## src/hw/game_pkg.sv

```systemverilog
package game_pkg;

    // screen geometry
    localparam int X_W     = 9;
    localparam int Y_W     = 8;
    localparam int COLOR_W = 12;
    localparam int ADDR_W  = 17;    // big enough for 320x240

    // 4-bit r, g, b per pixel
    localparam logic [COLOR_W-1:0] GREET_COLOR  = 12'h3a5;
    localparam logic [COLOR_W-1:0] CLEAR_COLOR  = 12'h111;
    localparam logic [COLOR_W-1:0] PLAYER_COLOR = 12'hfe0;
    localparam logic [COLOR_W-1:0] OVER_COLOR   = 12'hc21;

endpackage

```

## src/hw/fb_if.sv

```systemverilog
`timescale 1ns/1ns

interface fb_if;
    import game_pkg::*;

    logic [COLOR_W-1:0] data;
    logic [ADDR_W-1:0]  addr;
    logic               wren;
    logic [COLOR_W-1:0] q;      // read data, one cycle after addr

    // engine side
    modport master (
        output data, addr, wren,
        input  q
    );

    // controller or RAM side
    modport arbiter (
        input  data, addr, wren,
        output q
    );

endinterface

```

## src/hw/screen_fill.sv

```systemverilog
`timescale 1ns/1ns

module screen_fill #(
    parameter int SCREEN_W = 16,
    parameter int SCREEN_H = 8
) (
    input  logic                         clock,
    input  logic                         resetn,
    input  logic                         enable,
    input  logic [game_pkg::COLOR_W-1:0] color,
    output logic                         finished,
    fb_if.master                         fb
);
    import game_pkg::*;

    logic [X_W-1:0] x;
    logic [Y_W-1:0] y;
    logic           last_pixel;

    assign last_pixel = (x == X_W'(SCREEN_W - 1)) && (y == Y_W'(SCREEN_H - 1));

    always_ff @(posedge clock) begin
        if (!resetn || !enable) begin
            x        <= '0;
            y        <= '0;
            finished <= 1'b0;
        end else if (!finished) begin
            if (last_pixel) begin
                finished <= 1'b1;   // counters park on the last pixel
            end else if (x == X_W'(SCREEN_W - 1)) begin
                x <= '0;
                y <= y + 1'b1;
            end else begin
                x <= x + 1'b1;
            end
        end
    end

    // one write per cycle until done
    assign fb.wren = enable && !finished;
    assign fb.data = color;
    assign fb.addr = ADDR_W'(y) * ADDR_W'(SCREEN_W) + ADDR_W'(x);

endmodule

```

## src/hw/player_sprite.sv

```systemverilog
`timescale 1ns/1ns

module player_sprite #(
    parameter int SCREEN_W    = 16,
    parameter int SCREEN_H    = 8,
    parameter int PLAYER_SIZE = 3
) (
    input  logic                     clock,
    input  logic                     resetn,
    input  logic                     enable,
    input  logic [game_pkg::X_W-1:0] player_x,
    input  logic [game_pkg::Y_W-1:0] player_y,
    output logic                     finished,
    fb_if.master                     fb
);
    import game_pkg::*;

    logic [X_W-1:0] dx;
    logic [Y_W-1:0] dy;
    logic [X_W:0]   px;     // extra bit so the right edge can't wrap
    logic [Y_W:0]   py;
    logic           on_screen;
    logic           last_cell;

    assign px        = {1'b0, player_x} + {1'b0, dx};
    assign py        = {1'b0, player_y} + {1'b0, dy};
    assign on_screen = (px < (X_W + 1)'(SCREEN_W)) && (py < (Y_W + 1)'(SCREEN_H));
    assign last_cell = (dx == X_W'(PLAYER_SIZE - 1)) && (dy == Y_W'(PLAYER_SIZE - 1));

    // walk the square row by row, one cell per cycle
    always_ff @(posedge clock) begin
        if (!resetn || !enable) begin
            dx       <= '0;
            dy       <= '0;
            finished <= 1'b0;
        end else if (!finished) begin
            if (last_cell) begin
                finished <= 1'b1;
            end else if (dx == X_W'(PLAYER_SIZE - 1)) begin
                dx <= '0;
                dy <= dy + 1'b1;
            end else begin
                dx <= dx + 1'b1;
            end
        end
    end

    // off-screen cells still take their cycle, just no write
    assign fb.wren = enable && !finished && on_screen;
    assign fb.data = PLAYER_COLOR;
    assign fb.addr = ADDR_W'(py) * ADDR_W'(SCREEN_W) + ADDR_W'(px);

endmodule

```

## src/hw/vga_scan.sv

```systemverilog
`timescale 1ns/1ns

module vga_scan #(
    parameter int SCREEN_W = 16,
    parameter int SCREEN_H = 8
) (
    input  logic                         clock,
    input  logic                         resetn,
    input  logic                         enable,
    output logic                         finished,
    output logic [game_pkg::X_W-1:0]     vga_x,
    output logic [game_pkg::Y_W-1:0]     vga_y,
    output logic [game_pkg::COLOR_W-1:0] vga_color,
    output logic                         vga_plot,
    fb_if.master                         fb
);
    import game_pkg::*;

    logic [X_W-1:0] x;
    logic [Y_W-1:0] y;
    logic [X_W-1:0] x_q;
    logic [Y_W-1:0] y_q;
    logic           issued;     // last address already presented
    logic           reading;
    logic           last_pixel;

    assign reading    = enable && !issued;
    assign last_pixel = (x == X_W'(SCREEN_W - 1)) && (y == Y_W'(SCREEN_H - 1));

    always_ff @(posedge clock) begin
        if (!resetn || !enable) begin
            x        <= '0;
            y        <= '0;
            issued   <= 1'b0;
            vga_plot <= 1'b0;
            finished <= 1'b0;
        end else begin
            vga_plot <= reading;    // q arrives one cycle after addr
            if (vga_plot && issued)
                finished <= 1'b1;
            if (reading) begin
                if (last_pixel) begin
                    issued <= 1'b1;
                end else if (x == X_W'(SCREEN_W - 1)) begin
                    x <= '0;
                    y <= y + 1'b1;
                end else begin
                    x <= x + 1'b1;
                end
            end
        end
    end

    // coordinates follow the read by one cycle
    always_ff @(posedge clock) begin
        x_q <= x;
        y_q <= y;
    end

    assign vga_x     = x_q;
    assign vga_y     = y_q;
    assign vga_color = fb.q;

    assign fb.wren = 1'b0;      // read only
    assign fb.data = '0;
    assign fb.addr = ADDR_W'(y) * ADDR_W'(SCREEN_W) + ADDR_W'(x);

endmodule

```

## src/hw/frame_sequencer.sv

```systemverilog
`timescale 1ns/1ns

module frame_sequencer #(
    parameter int SCREEN_W    = 16,
    parameter int SCREEN_H    = 8,
    parameter int PLAYER_SIZE = 3
) (
    input  logic                         clock,
    input  logic                         resetn,
    input  logic                         enable,
    input  logic [game_pkg::X_W-1:0]     player_x,
    input  logic [game_pkg::Y_W-1:0]     player_y,
    output logic                         finished,
    output logic [game_pkg::X_W-1:0]     vga_x,
    output logic [game_pkg::Y_W-1:0]     vga_y,
    output logic [game_pkg::COLOR_W-1:0] vga_color,
    output logic                         vga_plot,
    fb_if.master                         fb
);
    import game_pkg::*;

    localparam logic [2:0] S_IDLE   = 3'd0;
    localparam logic [2:0] S_CLEAR  = 3'd1;
    localparam logic [2:0] S_PLAYER = 3'd2;
    localparam logic [2:0] S_VGA    = 3'd3;
    localparam logic [2:0] S_DONE   = 3'd4;

    logic [2:0] state;
    logic [2:0] next_state;
    logic       clear_done;
    logic       player_done;
    logic       vga_done;

    fb_if clear_bus ();
    fb_if player_bus ();
    fb_if vga_bus ();

    always_ff @(posedge clock) begin
        if (!resetn || !enable)
            state <= S_IDLE;
        else
            state <= next_state;
    end

    always_comb begin
        next_state = state;
        case (state)
            S_IDLE:   next_state = S_CLEAR;
            S_CLEAR:  if (clear_done) next_state = S_PLAYER;
            S_PLAYER: if (player_done) next_state = S_VGA;
            S_VGA:    if (vga_done) next_state = S_DONE;
            S_DONE:   next_state = S_DONE;    // wait for enable to drop
            default:  next_state = S_IDLE;
        endcase
    end

    assign finished = (state == S_DONE);

    always_comb begin
        fb.data = '0;
        fb.addr = '0;
        fb.wren = 1'b0;
        case (state)
            S_CLEAR: begin
                fb.data = clear_bus.data;
                fb.addr = clear_bus.addr;
                fb.wren = clear_bus.wren;
            end
            S_PLAYER: begin
                fb.data = player_bus.data;
                fb.addr = player_bus.addr;
                fb.wren = player_bus.wren;
            end
            S_VGA: begin
                fb.data = vga_bus.data;
                fb.addr = vga_bus.addr;
                fb.wren = vga_bus.wren;
            end
            default: ;
        endcase
    end

    assign clear_bus.q  = fb.q;
    assign player_bus.q = fb.q;
    assign vga_bus.q    = fb.q;

    screen_fill #(.SCREEN_W(SCREEN_W), .SCREEN_H(SCREEN_H)) u_clear (
        .clock    (clock),
        .resetn   (resetn),
        .enable   (state == S_CLEAR),
        .color    (CLEAR_COLOR),
        .finished (clear_done),
        .fb       (clear_bus.master)
    );

    player_sprite #(
        .SCREEN_W    (SCREEN_W),
        .SCREEN_H    (SCREEN_H),
        .PLAYER_SIZE (PLAYER_SIZE)
    ) u_player (
        .clock    (clock),
        .resetn   (resetn),
        .enable   (state == S_PLAYER),
        .player_x (player_x),
        .player_y (player_y),
        .finished (player_done),
        .fb       (player_bus.master)
    );

    vga_scan #(.SCREEN_W(SCREEN_W), .SCREEN_H(SCREEN_H)) u_vga (
        .clock     (clock),
        .resetn    (resetn),
        .enable    (state == S_VGA),
        .finished  (vga_done),
        .vga_x     (vga_x),
        .vga_y     (vga_y),
        .vga_color (vga_color),
        .vga_plot  (vga_plot),
        .fb        (vga_bus.master)
    );

endmodule

```

## src/hw/game_phase_ctrl.sv

```systemverilog
`timescale 1ns/1ns

module game_phase_ctrl #(
    parameter int SCREEN_W    = 16,
    parameter int SCREEN_H    = 8,
    parameter int PLAYER_SIZE = 3
) (
    input  logic                         clock,
    input  logic                         resetn,
    input  logic                         enable,
    input  logic [game_pkg::X_W-1:0]     player_x,
    input  logic [game_pkg::Y_W-1:0]     player_y,
    fb_if.master                         fb,
    output logic [game_pkg::X_W-1:0]     vga_x,
    output logic [game_pkg::Y_W-1:0]     vga_y,
    output logic [game_pkg::COLOR_W-1:0] vga_color,
    output logic                         vga_plot
);
    import game_pkg::*;

    localparam logic [1:0] GREETING  = 2'd0;
    localparam logic [1:0] PLAYING   = 2'd1;
    localparam logic [1:0] GAME_OVER = 2'd2;

    logic [1:0]         phase;
    logic [1:0]         next_phase;
    logic               settle;     // one idle cycle after reset or a phase change
    logic               fill_en;
    logic               fill_done;
    logic               seq_en;
    logic               seq_done;
    logic               advance;
    logic [COLOR_W-1:0] fill_color;

    fb_if fill_bus ();
    fb_if seq_bus ();

    // greeting and game over share one fill engine, settle lets it restart
    assign fill_en    = (phase != PLAYING) && !settle;
    assign seq_en     = (phase == PLAYING);
    assign fill_color = (phase == GAME_OVER) ? OVER_COLOR : GREET_COLOR;
    assign advance    = enable && (seq_en ? seq_done : (fill_en && fill_done));

    always_comb begin
        case (phase)
            GREETING: next_phase = PLAYING;
            PLAYING:  next_phase = GAME_OVER;
            default:  next_phase = GREETING;    // game over loops back
        endcase
    end

    always_ff @(posedge clock) begin
        if (!resetn) begin
            phase  <= GREETING;
            settle <= 1'b1;
        end else begin
            settle <= advance;
            if (advance)
                phase <= next_phase;
        end
    end

    // RAM port goes to whichever child owns the phase
    assign fb.data      = seq_en ? seq_bus.data : fill_bus.data;
    assign fb.addr      = seq_en ? seq_bus.addr : fill_bus.addr;
    assign fb.wren      = seq_en ? seq_bus.wren : fill_bus.wren;
    assign fill_bus.q   = fb.q;
    assign seq_bus.q    = fb.q;

    screen_fill #(
        .SCREEN_W (SCREEN_W),
        .SCREEN_H (SCREEN_H)
    ) u_fill (
        .clock    (clock),
        .resetn   (resetn),
        .enable   (fill_en),
        .color    (fill_color),
        .finished (fill_done),
        .fb       (fill_bus.master)
    );

    frame_sequencer #(
        .SCREEN_W    (SCREEN_W),
        .SCREEN_H    (SCREEN_H),
        .PLAYER_SIZE (PLAYER_SIZE)
    ) u_seq (
        .clock     (clock),
        .resetn    (resetn),
        .enable    (seq_en),
        .player_x  (player_x),
        .player_y  (player_y),
        .finished  (seq_done),
        .vga_x     (vga_x),
        .vga_y     (vga_y),
        .vga_color (vga_color),
        .vga_plot  (vga_plot),
        .fb        (seq_bus.master)
    );

endmodule

```

## src/hw/game_top.sv

```systemverilog
`timescale 1ns/1ns

module game_top #(
    parameter int SCREEN_W    = 16,
    parameter int SCREEN_H    = 8,
    parameter int PLAYER_SIZE = 3
) (
    input  logic                         clock,
    input  logic                         resetn,
    input  logic                         enable,
    input  logic [game_pkg::X_W-1:0]     player_x,
    input  logic [game_pkg::Y_W-1:0]     player_y,
    input  logic [game_pkg::COLOR_W-1:0] q,
    output logic [game_pkg::COLOR_W-1:0] data,
    output logic [game_pkg::ADDR_W-1:0]  addr,
    output logic                         wren,
    output logic [game_pkg::X_W-1:0]     vga_x,
    output logic [game_pkg::Y_W-1:0]     vga_y,
    output logic [game_pkg::COLOR_W-1:0] vga_color,
    output logic                         vga_plot
);

    fb_if fb ();

    game_phase_ctrl #(
        .SCREEN_W    (SCREEN_W),
        .SCREEN_H    (SCREEN_H),
        .PLAYER_SIZE (PLAYER_SIZE)
    ) u_phase (
        .clock     (clock),
        .resetn    (resetn),
        .enable    (enable),
        .player_x  (player_x),
        .player_y  (player_y),
        .fb        (fb.master),
        .vga_x     (vga_x),
        .vga_y     (vga_y),
        .vga_color (vga_color),
        .vga_plot  (vga_plot)
    );

    // frame buffer RAM pins
    assign data = fb.data;
    assign addr = fb.addr;
    assign wren = fb.wren;
    assign fb.q = q;

endmodule

```

## config.mk

```make
export PLATFORM = sky130hd
export DESIGN_NAME = game_top
export DESIGN_NICKNAME = d
export VERILOG_FILES = /design/src/hw/game_pkg.sv /design/src/hw/fb_if.sv /design/src/hw/screen_fill.sv /design/src/hw/player_sprite.sv /design/src/hw/vga_scan.sv /design/src/hw/frame_sequencer.sv /design/src/hw/game_phase_ctrl.sv /design/src/hw/game_top.sv
export SDC_FILE = /design/constraint.sdc
export NUM_CORES = 1
export LEC_CHECK = 0
export BUFFER_PORTS_ARGS = -buffer_cell sky130_fd_sc_hd__clkbuf_2
export CORE_MARGIN = 8
export CORE_UTILIZATION = 47
export CTS_CLUSTER_SIZE = 14
export DETAILED_ROUTE_END_ITERATION = 7
export GPL_TIMING_DRIVEN = 0
export PLACE_DENSITY = 0.69
export SYNTH_ARGS = -nofsm -noshare
export SYNTH_HDL_FRONTEND = slang
export SYNTH_SLANG_ARGS = --single-unit
export TNS_END_PERCENT = 100
```

## constraint.sdc

```tcl
create_clock -name clock -period 8.2 [get_ports clock]
set_clock_uncertainty 0.15 [all_clocks]
set_input_delay 0.41 -clock clock [delete_from_list [all_inputs] [get_ports clock]]
set_output_delay 0.41 -clock clock [all_outputs]
set_load 0.05 [all_outputs]
```

==> metrics.csv, run 1 <==
metric;value;unit
place_congestion;0.864;
crit_type;reg -> out;
finalNonFillerCells;1016;
required;7.64;ns
min_period;4.60;ns
ctsResizeCount;0;
ys_seq_area_frac;0.310;
worst_setup_path_end_kind;primary output;
synth_commonest_cells;102 x nor2_1, 97 x dfxtp_1, 55 x xor2_1;
setup_ws;3.60;ns
clk_pin_slew_worst_paths;0.07;ns
synth_ff_type;dfxtp_1;
synth_top_area_frac;0.310;
drive_above_1_share;0.157;
nFillCells;1272;
synth-edff-count;0;
slew_headroom;0.357;
fin_nets;923;
hold_viol;0;
drtIter0Drc;436;
setup_viol;0;
ir_worst_vdd;0.000124;V
startpoint_type;flip-flop;
htree_levels;3;
dp_hpwl;11700;µm
grt_pass1_wl;24600;µm
syn_avg_cell_area;8.39;µm²
core.rowCount;42;
grt_pass1_vias;5056;
n_antenna_cell;0;
async_flop_share;0;
io_buffers;73;
p_per_area;136;nW/µm²
syn_area;6270;µm²
cts_setup_buffers;0;
reg2reg_depth;7;
wl;14700;µm
fmax;217;MHz
clock_sinks;97;
dieArea;17300;µm²
arrival;4.04;ns
syn_inst;747;
numCtsBuffers;9;
place_inst;1000;
min_path_type;reg -> reg;
dp_slack;3.82;ns
die_h;131;µm
finalInstanceArea;7170;µm²
root_buffer;clkbuf_16;
multiInputGateArea;3980;µm²
clock_path_buffers;2;
start_util;0.477;
rsz0062_at_grt;false;
cap_violations;0;
synthDistinctLibCells;74;
grt_use_total;0.171;
p_leak;2.93;nW
grt_max_degree;19;
tns;0;ns
dpl_cell_area;6870;µm²
coreArea;13100;µm²
via_per_inst;5.20;
finalCritPeriodShare;0.562;
ant_nets;0;
path_max_fanout;5;
yosysMostFrequentCell;nor2_1;
drt_first_pass_iters;5;
fp.dieW;131;µm
cts_tree;built;
wl_per_cell;14.4;µm
whs_path_depth;0;
grt.overflow.total;0;
tightestPinTransition;0.962;ns
report.final.slew_viol_count;0;
yosys_warnings;0;
synth-seq-cells;97;
outcome;complete, no violations;
hold_buffers;0;
netlist.top_cell.by_area;dfxtp_1;
hold_ws;0.206;ns
insertion_delay;0.36;ns
vias;5284;
synthToLayoutAreaGrowth;14.3;%
drc;0;
ys_top_cells_by_area;dfxtp_1 31%, ha_1 10%, xor2_1 7.7%;
final-seq-area;1940;µm²
io_pins;92;
antenna_found_initial;0;
[cell families after synthesis]
kind of cell | synth area share
and+or+nand+nor | 0.231
muxes | 0.0150
xor gates and xnor gates | 0.115
adders and majority gates | 0.121
AOI/OAI and AO/OA | 0.150
DFF | 0.310
buffers and inverters | 0.0581
other | 0.000598
[layout make-up]
type,count,area share
tap,176,0.0307
multi-input combinational,576,0.555
timing repair buffer,73,0.0510
inverter,39,0.0204
sequential,97,0.271
buffer,39,0.0304
clock buffer,10,0.0334
clock inverter,6,0.00803
[routing by layer]
layer / global-route usage / share of wire
met1: 0.213 / 0.47
met5: 0 / 0
met2: 0.273 / 0.45
met4: 0.0562 / 0.018
met3: 0.0560 / 0.062
[report_power, final]
group / switching, mW / internal, mW
combinational: 0.0487 / 0.0289
clock: 0.203 / 0.222
sequential: 0.000679 / 0.471
total: 0.252 / 0.722
[registers in the layout (all words and copies together) (netlist names)]
signal,cells
u_phase.settle,1
u_phase.u_seq.u_vga.x,9
u_phase.u_seq.u_clear.y,8
u_phase.u_seq.u_vga.y,8
u_phase.u_seq.u_vga.issued,1
u_phase.u_fill.finished,1
u_phase.u_seq.u_vga.vga_x,9
u_phase.u_seq.u_player.finished,1
u_phase.u_fill.y,8
u_phase.phase,2
u_phase.u_seq.u_vga.finished,1
u_phase.u_seq.u_player.dy,8
u_phase.u_seq.u_vga.vga_plot,1
u_phase.u_fill.x,9
u_phase.u_seq.u_vga.vga_y,8
u_phase.u_seq.state,3
u_phase.u_seq.u_player.dx,9
u_phase.u_seq.u_clear.finished,1
u_phase.u_seq.u_clear.x,9
[layout by cell type, fill, tap and decap left out, types with 16 or more instances in the layout]
master / count
clkbuf_2: 73
xor2_1: 55
xnor2_1: 27
inv_1: 39
a21oi_1: 40
dfxtp_1: 97
nor3_1: 16
nand2_1: 53
o21ai_0: 31
nor2_1: 102
buf_4: 19
clkbuf_1: 19
ha_1: 50
nand4_1: 18
[critical path, cell delays in order, from the launching register on]
cell and delay, ns:
dfxtp_1 0.35, ha_1 0.26, fa_1 0.44, a21o_2 0.21
a21oi_1 0.16, xnor2_1 0.10, ha_1 0.22, a21o_1 0.16
maj3_2 0.34, o2111a_1 0.17, or3_1 0.37, a221oi_1 0.40
o22a_1 0.20, clkbuf_2 0.28
[worst paths after layout]
check | end | slack (ns) | from
max | addr[11] | 3.60 | u_phase.u_seq.u_player.dx[0]
min | u_phase.u_seq.u_vga.vga_y[5] | 0.21 | u_phase.u_seq.u_vga.y[5]
max reg2reg | u_phase.u_fill.x[7] | 5.45 | u_phase.u_fill.x[4]
min reg2reg | u_phase.u_seq.u_vga.vga_y[5] | 0.21 | u_phase.u_seq.u_vga.y[5]
[per-stage QoR]
stage	util	total power, mW
6_report	0.545	0.974
5_1_grt	0.545	1.01
4_1_cts	0.545	0.983
3_5_place_dp	0.523	0.560
3_3_place_gp	0.523	0.560
2_1_floorplan	-	0.543
(Power assumes the default switching activity.)
==> run 2, diff against run 1 <==
==> constraint.sdc (replaced) <==
create_clock -name clock -period 4.3 [get_ports clock]
set_clock_uncertainty 0.15 [all_clocks]
set_input_delay 0.215 -clock clock [delete_from_list [all_inputs] [get_ports clock]]
set_output_delay 0.215 -clock clock [all_outputs]
set_load 0.05 [all_outputs]
==> metrics.csv, run 2 (same netlist as run 1, synthesis figures left out) <==
metric;value;unit;change
grt_pass1_vias;5056;;unchanged
routed.top_layer;met4;;
min_path_type;in -> reg;;
p_leak;2.93;nW;-0.11%
p_int;1.38;mW;+91%
nFillCells;1267;;-0.39%
rrSetupSlack;1.55;ns;-3.90 ns
power;1.86;mW;+91%
drtIter0Drc;414;;-5.0%
report.final.slew_viol_count;0;;unchanged
ant_nets;0;;unchanged
wl_met3;866;µm;-4.9%
final_cell_mix;102 x nor2_1, 95 x dfxtp_1, 71 x clkbuf_2;;
grt_use_total;0.171;;about the same
start_util;0.477;;unchanged
outcome;complete, no violations;;
p_clk_frac;0.435;;about the same
final_common_cell;nor2_1;;
switching_share;0.259;;+0.000683
setup_viol;0;;unchanged
finalNonFillerCells;1016;;unchanged
root_buffer;clkbuf_16;;
clk_pin_slew_worst_paths;0.07;ns;about the same
antenna_found_initial;0;;unchanged
numCtsBuffers;9;;unchanged
slew_headroom;0.357;;about the same
vias;5280;;-0.076%
crit_type;reg -> out;;
wl;14800;µm;+0.72%
sequentialPowerShare;0.484;;about the same
ir_worst_vdd;0.000237;V;+91%
startpoint_type;flip-flop;;
drt_first_pass_iters;5;;unchanged
p_switching;0.482;mW;+91%
die_h;131;µm;unchanged
via_per_inst;5.20;;about the same
drc;0;;unchanged
fp.dieW;131;µm;unchanged
cts_tree;built;;
wl_met2;6690;µm;+1.4%
grt_max_degree;19;;unchanged
place_inst;1000;;unchanged
post-route-util;0.549;;+0.00333
finalCritPeriodShare;0.976;;
dp_hpwl;11700;µm;unchanged
grt_pass1_wl;24600;µm;about the same
worst_setup_path_end_kind;primary output;;
htree_levels;3;;unchanged
tightestPinTransition;0.962;ns;+0.000110 ns
clock_path_buffers;2;;unchanged
grt.overflow.total;0;;unchanged
io_pins;92;;unchanged
arrival;3.83;ns;-0.21 ns
min_period;4.20;ns;
io_buffers;73;;unchanged
hold_viol;0;;unchanged
insertion_delay;0.36;ns;about the same
drive_above_1_share;0.169;;+0.0119
coreArea;13100;µm²;unchanged
required;3.93;ns;-3.71 ns
p_per_area;258;nW/µm²;+90%
n_antenna_cell;0;;unchanged
cts_setup_buffers;0;;unchanged
synthToLayoutAreaGrowth;15.0;%;
fmax;238;MHz;
hold_buffers;0;;unchanged
wl_met1;6940;µm;+0.80%
clock_sinks;97;;unchanged
dieArea;17300;µm²;unchanged
fin_nets;923;;unchanged
core.rowCount;42;;unchanged
combPwrFrac;0.081;;about the same
dpl_cell_area;6870;µm²;unchanged
place_congestion;0.864;;unchanged
wl_per_cell;14.5;µm;+0.72%
cap_violations;0;;unchanged
path_max_fanout;5;;unchanged
finalInstanceArea;7210;µm²;+0.61%
run 2: layout make-up:
| type | count | area, µm² | area share |
|---|---|---|---|
| Tap cell | 176 | 220 | 0.0305 |
| Timing Repair Buffer | 73 | 377 | 0.0522 |
| Sequential cell | 97 | 1950 | 0.270 |
| Clock buffer | 10 | 239 | 0.0331 |
| Clock inverter | 6 | 57.6 | 0.00798 |
| Inverter | 39 | 146 | 0.0203 |
| Buffer | 39 | 218 | 0.0302 |
| Multi-Input combinational cell | 576 | 4010 | 0.556 |
run 2: critical path: stages, from the launching register on:
cell	delay [ns]
dfxtp_1	0.35
ha_2	0.22
fa_2	0.38
a21o_2	0.21
a21oi_1	0.18
xnor2_1	0.11
ha_1	0.22
a21o_1	0.17
maj3_2	0.34
o2111a_1	0.17
or3_1	0.39
a221oi_2	0.34
o22a_1	0.20
clkbuf_8	0.19
run 2: power groups by stage:
stage	combinational [mW]	clock, mW	sequential [mW]
final	0.150	0.810	0.900
after global routing	0.161	0.870	0.899
after CTS	0.148	0.826	0.900
after detailed placement	0.147	0	0.921
after global placement	0.147	0	0.921
after floorplan	0.114	0	0.921
run 2: stage by stage:
stage	hold WS (ns)	setup TNS, ns	setup WS (ns)
2_1_floorplan	0.179	0	0.354
3_3_place_gp	0.185	0	0.297
3_5_place_dp	0.196	0	0.278
4_1_cts	0.0946	0	0.0189
5_1_grt	0.129	-0.0114	-0.0114
6_report	0.115	0	0.103
run 2: path summary, 6_finish.rpt:
path / from / to / cells after the start
worst max-delay path: u_phase.u_seq.u_player.dx[0] / addr[11] / 13
worst min-delay path: resetn / u_phase.settle / 2
worst max register to register: u_phase.u_fill.x[4] / u_phase.u_fill.x[7] / 7
worst min register to register: u_phase.u_seq.u_vga.y[5] / u_phase.u_seq.u_vga.vga_y[5] / 0
run 2: timing repair:
item	CTS	global route
pin swaps	0	2
setup endpoints to repair	1	3
gates resized for setup	3	13
run 2: per-layer routing:
layer | global-route usage | vias up
li1 | - | 2766
met1 | 0.213 | 2397
met2 | 0.273 | 98
met3 | 0.0560 | 19
met4 | 0.0562 | 0
met5 | 0 | -
==> run 3, diff against run 2 <==
--- a/config.mk
+++ b/config.mk
@@ -7,11 +7,11 @@
 export LEC_CHECK = 0
 export BUFFER_PORTS_ARGS = -buffer_cell sky130_fd_sc_hd__clkbuf_2
 export CORE_MARGIN = 8
-export CORE_UTILIZATION = 47
+export CORE_UTILIZATION = 58
 export CTS_CLUSTER_SIZE = 14
 export DETAILED_ROUTE_END_ITERATION = 7
 export GPL_TIMING_DRIVEN = 0
-export PLACE_DENSITY = 0.69
+export PLACE_DENSITY = 0.82
 export SYNTH_ARGS = -nofsm -noshare
 export SYNTH_HDL_FRONTEND = slang
 export SYNTH_SLANG_ARGS = --single-unit
==> metrics.csv, run 3 (same netlist as run 1, synthesis figures left out) <==
metric;value;unit;change
ant_nets;0;;unchanged
drt_first_pass_iters;5;;unchanged
tightestPinTransition;0.922;ns;-0.0405 ns
hold_buffers;0;;unchanged
fmax;242;MHz;+1.4%
drc;0;;unchanged
tns;0;ns;unchanged
arrival;3.77;ns;-0.06 ns
setup_viol;0;;unchanged
n_antenna_cell;0;;unchanged
path_max_fanout;5;;unchanged
vias;5539;;+4.9%
start_util;0.586;;+0.109
finalCritPeriodShare;0.962;;-0.0137
die_h;120;µm;-8.8%
worst_setup_path_end_kind;primary output;;
nFillCells;869;;-31%
r2r_start;u_phase.u_seq.u_vga.x[3];;
htree_levels;3;;unchanged
grt.overflow.total;0;;unchanged
crit_type;reg -> out;;
drive_above_1_share;0.175;;+0.00554
numCtsBuffers;9;;unchanged
grt_pass1_wl;24900;µm;+1.0%
grt_pass1_vias;5485;;+8.5%
antenna_found_initial;0;;unchanged
grt_max_degree;19;;unchanged
min_period;4.14;ns;-0.0591 ns
clock_sinks;97;;unchanged
required;3.93;ns;about the same
wl_per_cell;15.5;µm;+6.9%
io_buffers;73;;unchanged
clk_pin_slew_worst_paths;0.10;ns;+0.03 ns
place_inst;964;;-3.6%
p_leak;2.89;nW;-1.2%
place_congestion;0.921;;+6.6%
dp_hpwl;12100;µm;+3.3%
finalNonFillerCells;982;;-3.3%
clock_path_buffers;2;;unchanged
insertion_delay;0.39;ns;+0.03 ns
hold_viol;0;;unchanged
report.final.slew_viol_count;0;;unchanged
final-seq-area;1950;µm²;+0.13%
rsz0062_at_grt;false;;
fp.dieW;120;µm;-8.8%
io_pins;92;;unchanged
rrSetupSlack;1.54;ns;about the same
min_from;resetn;;
grt_use_total;0.210;;+0.0386
synthToLayoutAreaGrowth;13.2;%;
reg2reg_to;u_phase.u_seq.u_vga.y[5];;
startpoint_type;flip-flop;;
multiInputGateArea;4020;µm²;+0.34%
min_path_type;in -> reg;;
via_per_inst;5.64;;+8.5%
core.rowCount;38;;-9.5%
drtIter0Drc;338;;-18%
outcome;complete, no violations;;
reg2reg_depth;7;;unchanged
final_cell_mix;102 x nor2_1, 93 x dfxtp_1, 71 x clkbuf_2;;
slew_headroom;0.384;;+0.0271
post-route-util;0.663;;+0.115
root_buffer;clkbuf_8;;
cts_tree;built;;
fin_nets;925;;+0.22%
cap_violations;0;;unchanged
dieArea;14400;µm²;-17%
worstHoldEndpoint;u_phase.settle;;
coreArea;10700;µm²;-19%
whs_path_depth;2;;unchanged
power;1.64;mW;-12%
ir_worst_vdd;0.000267;V;+13%
p_per_area;231;nW/µm²;-10%
final_common_cell;nor2_1;;
wl;15300;µm;+3.3%
## run 3: cell types whose count changed in the layout (fill, tap and decap cells not counted), sizes merged
| cell | previous run | this run |
|---|---|---|
| clkinv | 2 | 3 |
| inv | 43 | 42 |
| clkbuf | 102 | 100 |
| buf | 20 | 24 |
## run 3: area by class of cell
cell class | instances | area share
clock inverter | 6 | 0.00811
multi-input combinational | 576 | 0.566
buffer | 39 | 0.0307
sequential | 97 | 0.275
clock buffer | 10 | 0.0194
tap | 140 | 0.0247
timing repair buffer | 75 | 0.0554
inverter | 39 | 0.0206
## run 3: worst max-delay path by stage
stage / start / end / slack [ns] / cells after the start
6_report: u_phase.u_seq.u_player.dx[0] / addr[11] / 0.16 / 13
5_1_grt: u_phase.u_seq.u_player.dx[4] / addr[11] / 0.01 / 12
4_1_cts: u_phase.u_seq.u_player.dx[4] / addr[11] / 0.02 / 12
3_5_place_dp: u_phase.u_seq.u_player.dx[1] / addr[11] / 0.26 / 12
3_3_place_gp: u_phase.u_seq.u_player.dx[1] / addr[11] / 0.34 / 12
2_1_floorplan: u_phase.u_seq.u_player.dx[0] / addr[10] / 0.35 / 12
## run 3: worst max-delay path, stage by stage, from the launching register on
cell	delay, ns
dfxtp_2	0.36
ha_2	0.21
fa_2	0.38
a21o_2	0.21
a21oi_2	0.15
xnor2_1	0.10
ha_1	0.22
a21o_1	0.17
maj3_2	0.34
o2111a_1	0.17
or3_1	0.39
a221oi_2	0.29
o22a_1	0.24
buf_8	0.16
## run 3: report_power, final
group / leakage [nW] / switching (mW) / internal (mW)
combinational: 2.01 / 0.0965 / 0.0568
clock: 0.101 / 0.348 / 0.239
sequential: 0.784 / 0.00128 / 0.898
## run 3: per-layer routing
metal,up-vias,track usage,share of wire
li1,2775,-,-
met1,2543,0.237,0.41
met2,181,0.363,0.49
met3,40,0.0526,0.067
met4,0,0.0991,0.034
met5,-,0,0
## run 3: through the flow
step / hold WS (ns) / worst slack [ns] / instance area (µm²)
floorplan: 0.179 / 0.354 / 6280
CTS: 0.0396 / 0.0230 / 7040
finish: 0.0619 / 0.162 / 7100
detailed placement: 0.196 / 0.262 / 6820
global route: 0.0839 / 0.0123 / 7100
global placement: 0.195 / 0.337 / 6820
## run 3: repair_timing
item	CTS	global route
pin swaps	0	4
buffers inserted	0	2
endpoints found under the setup margin	2	4
gates resized for setup	6	14
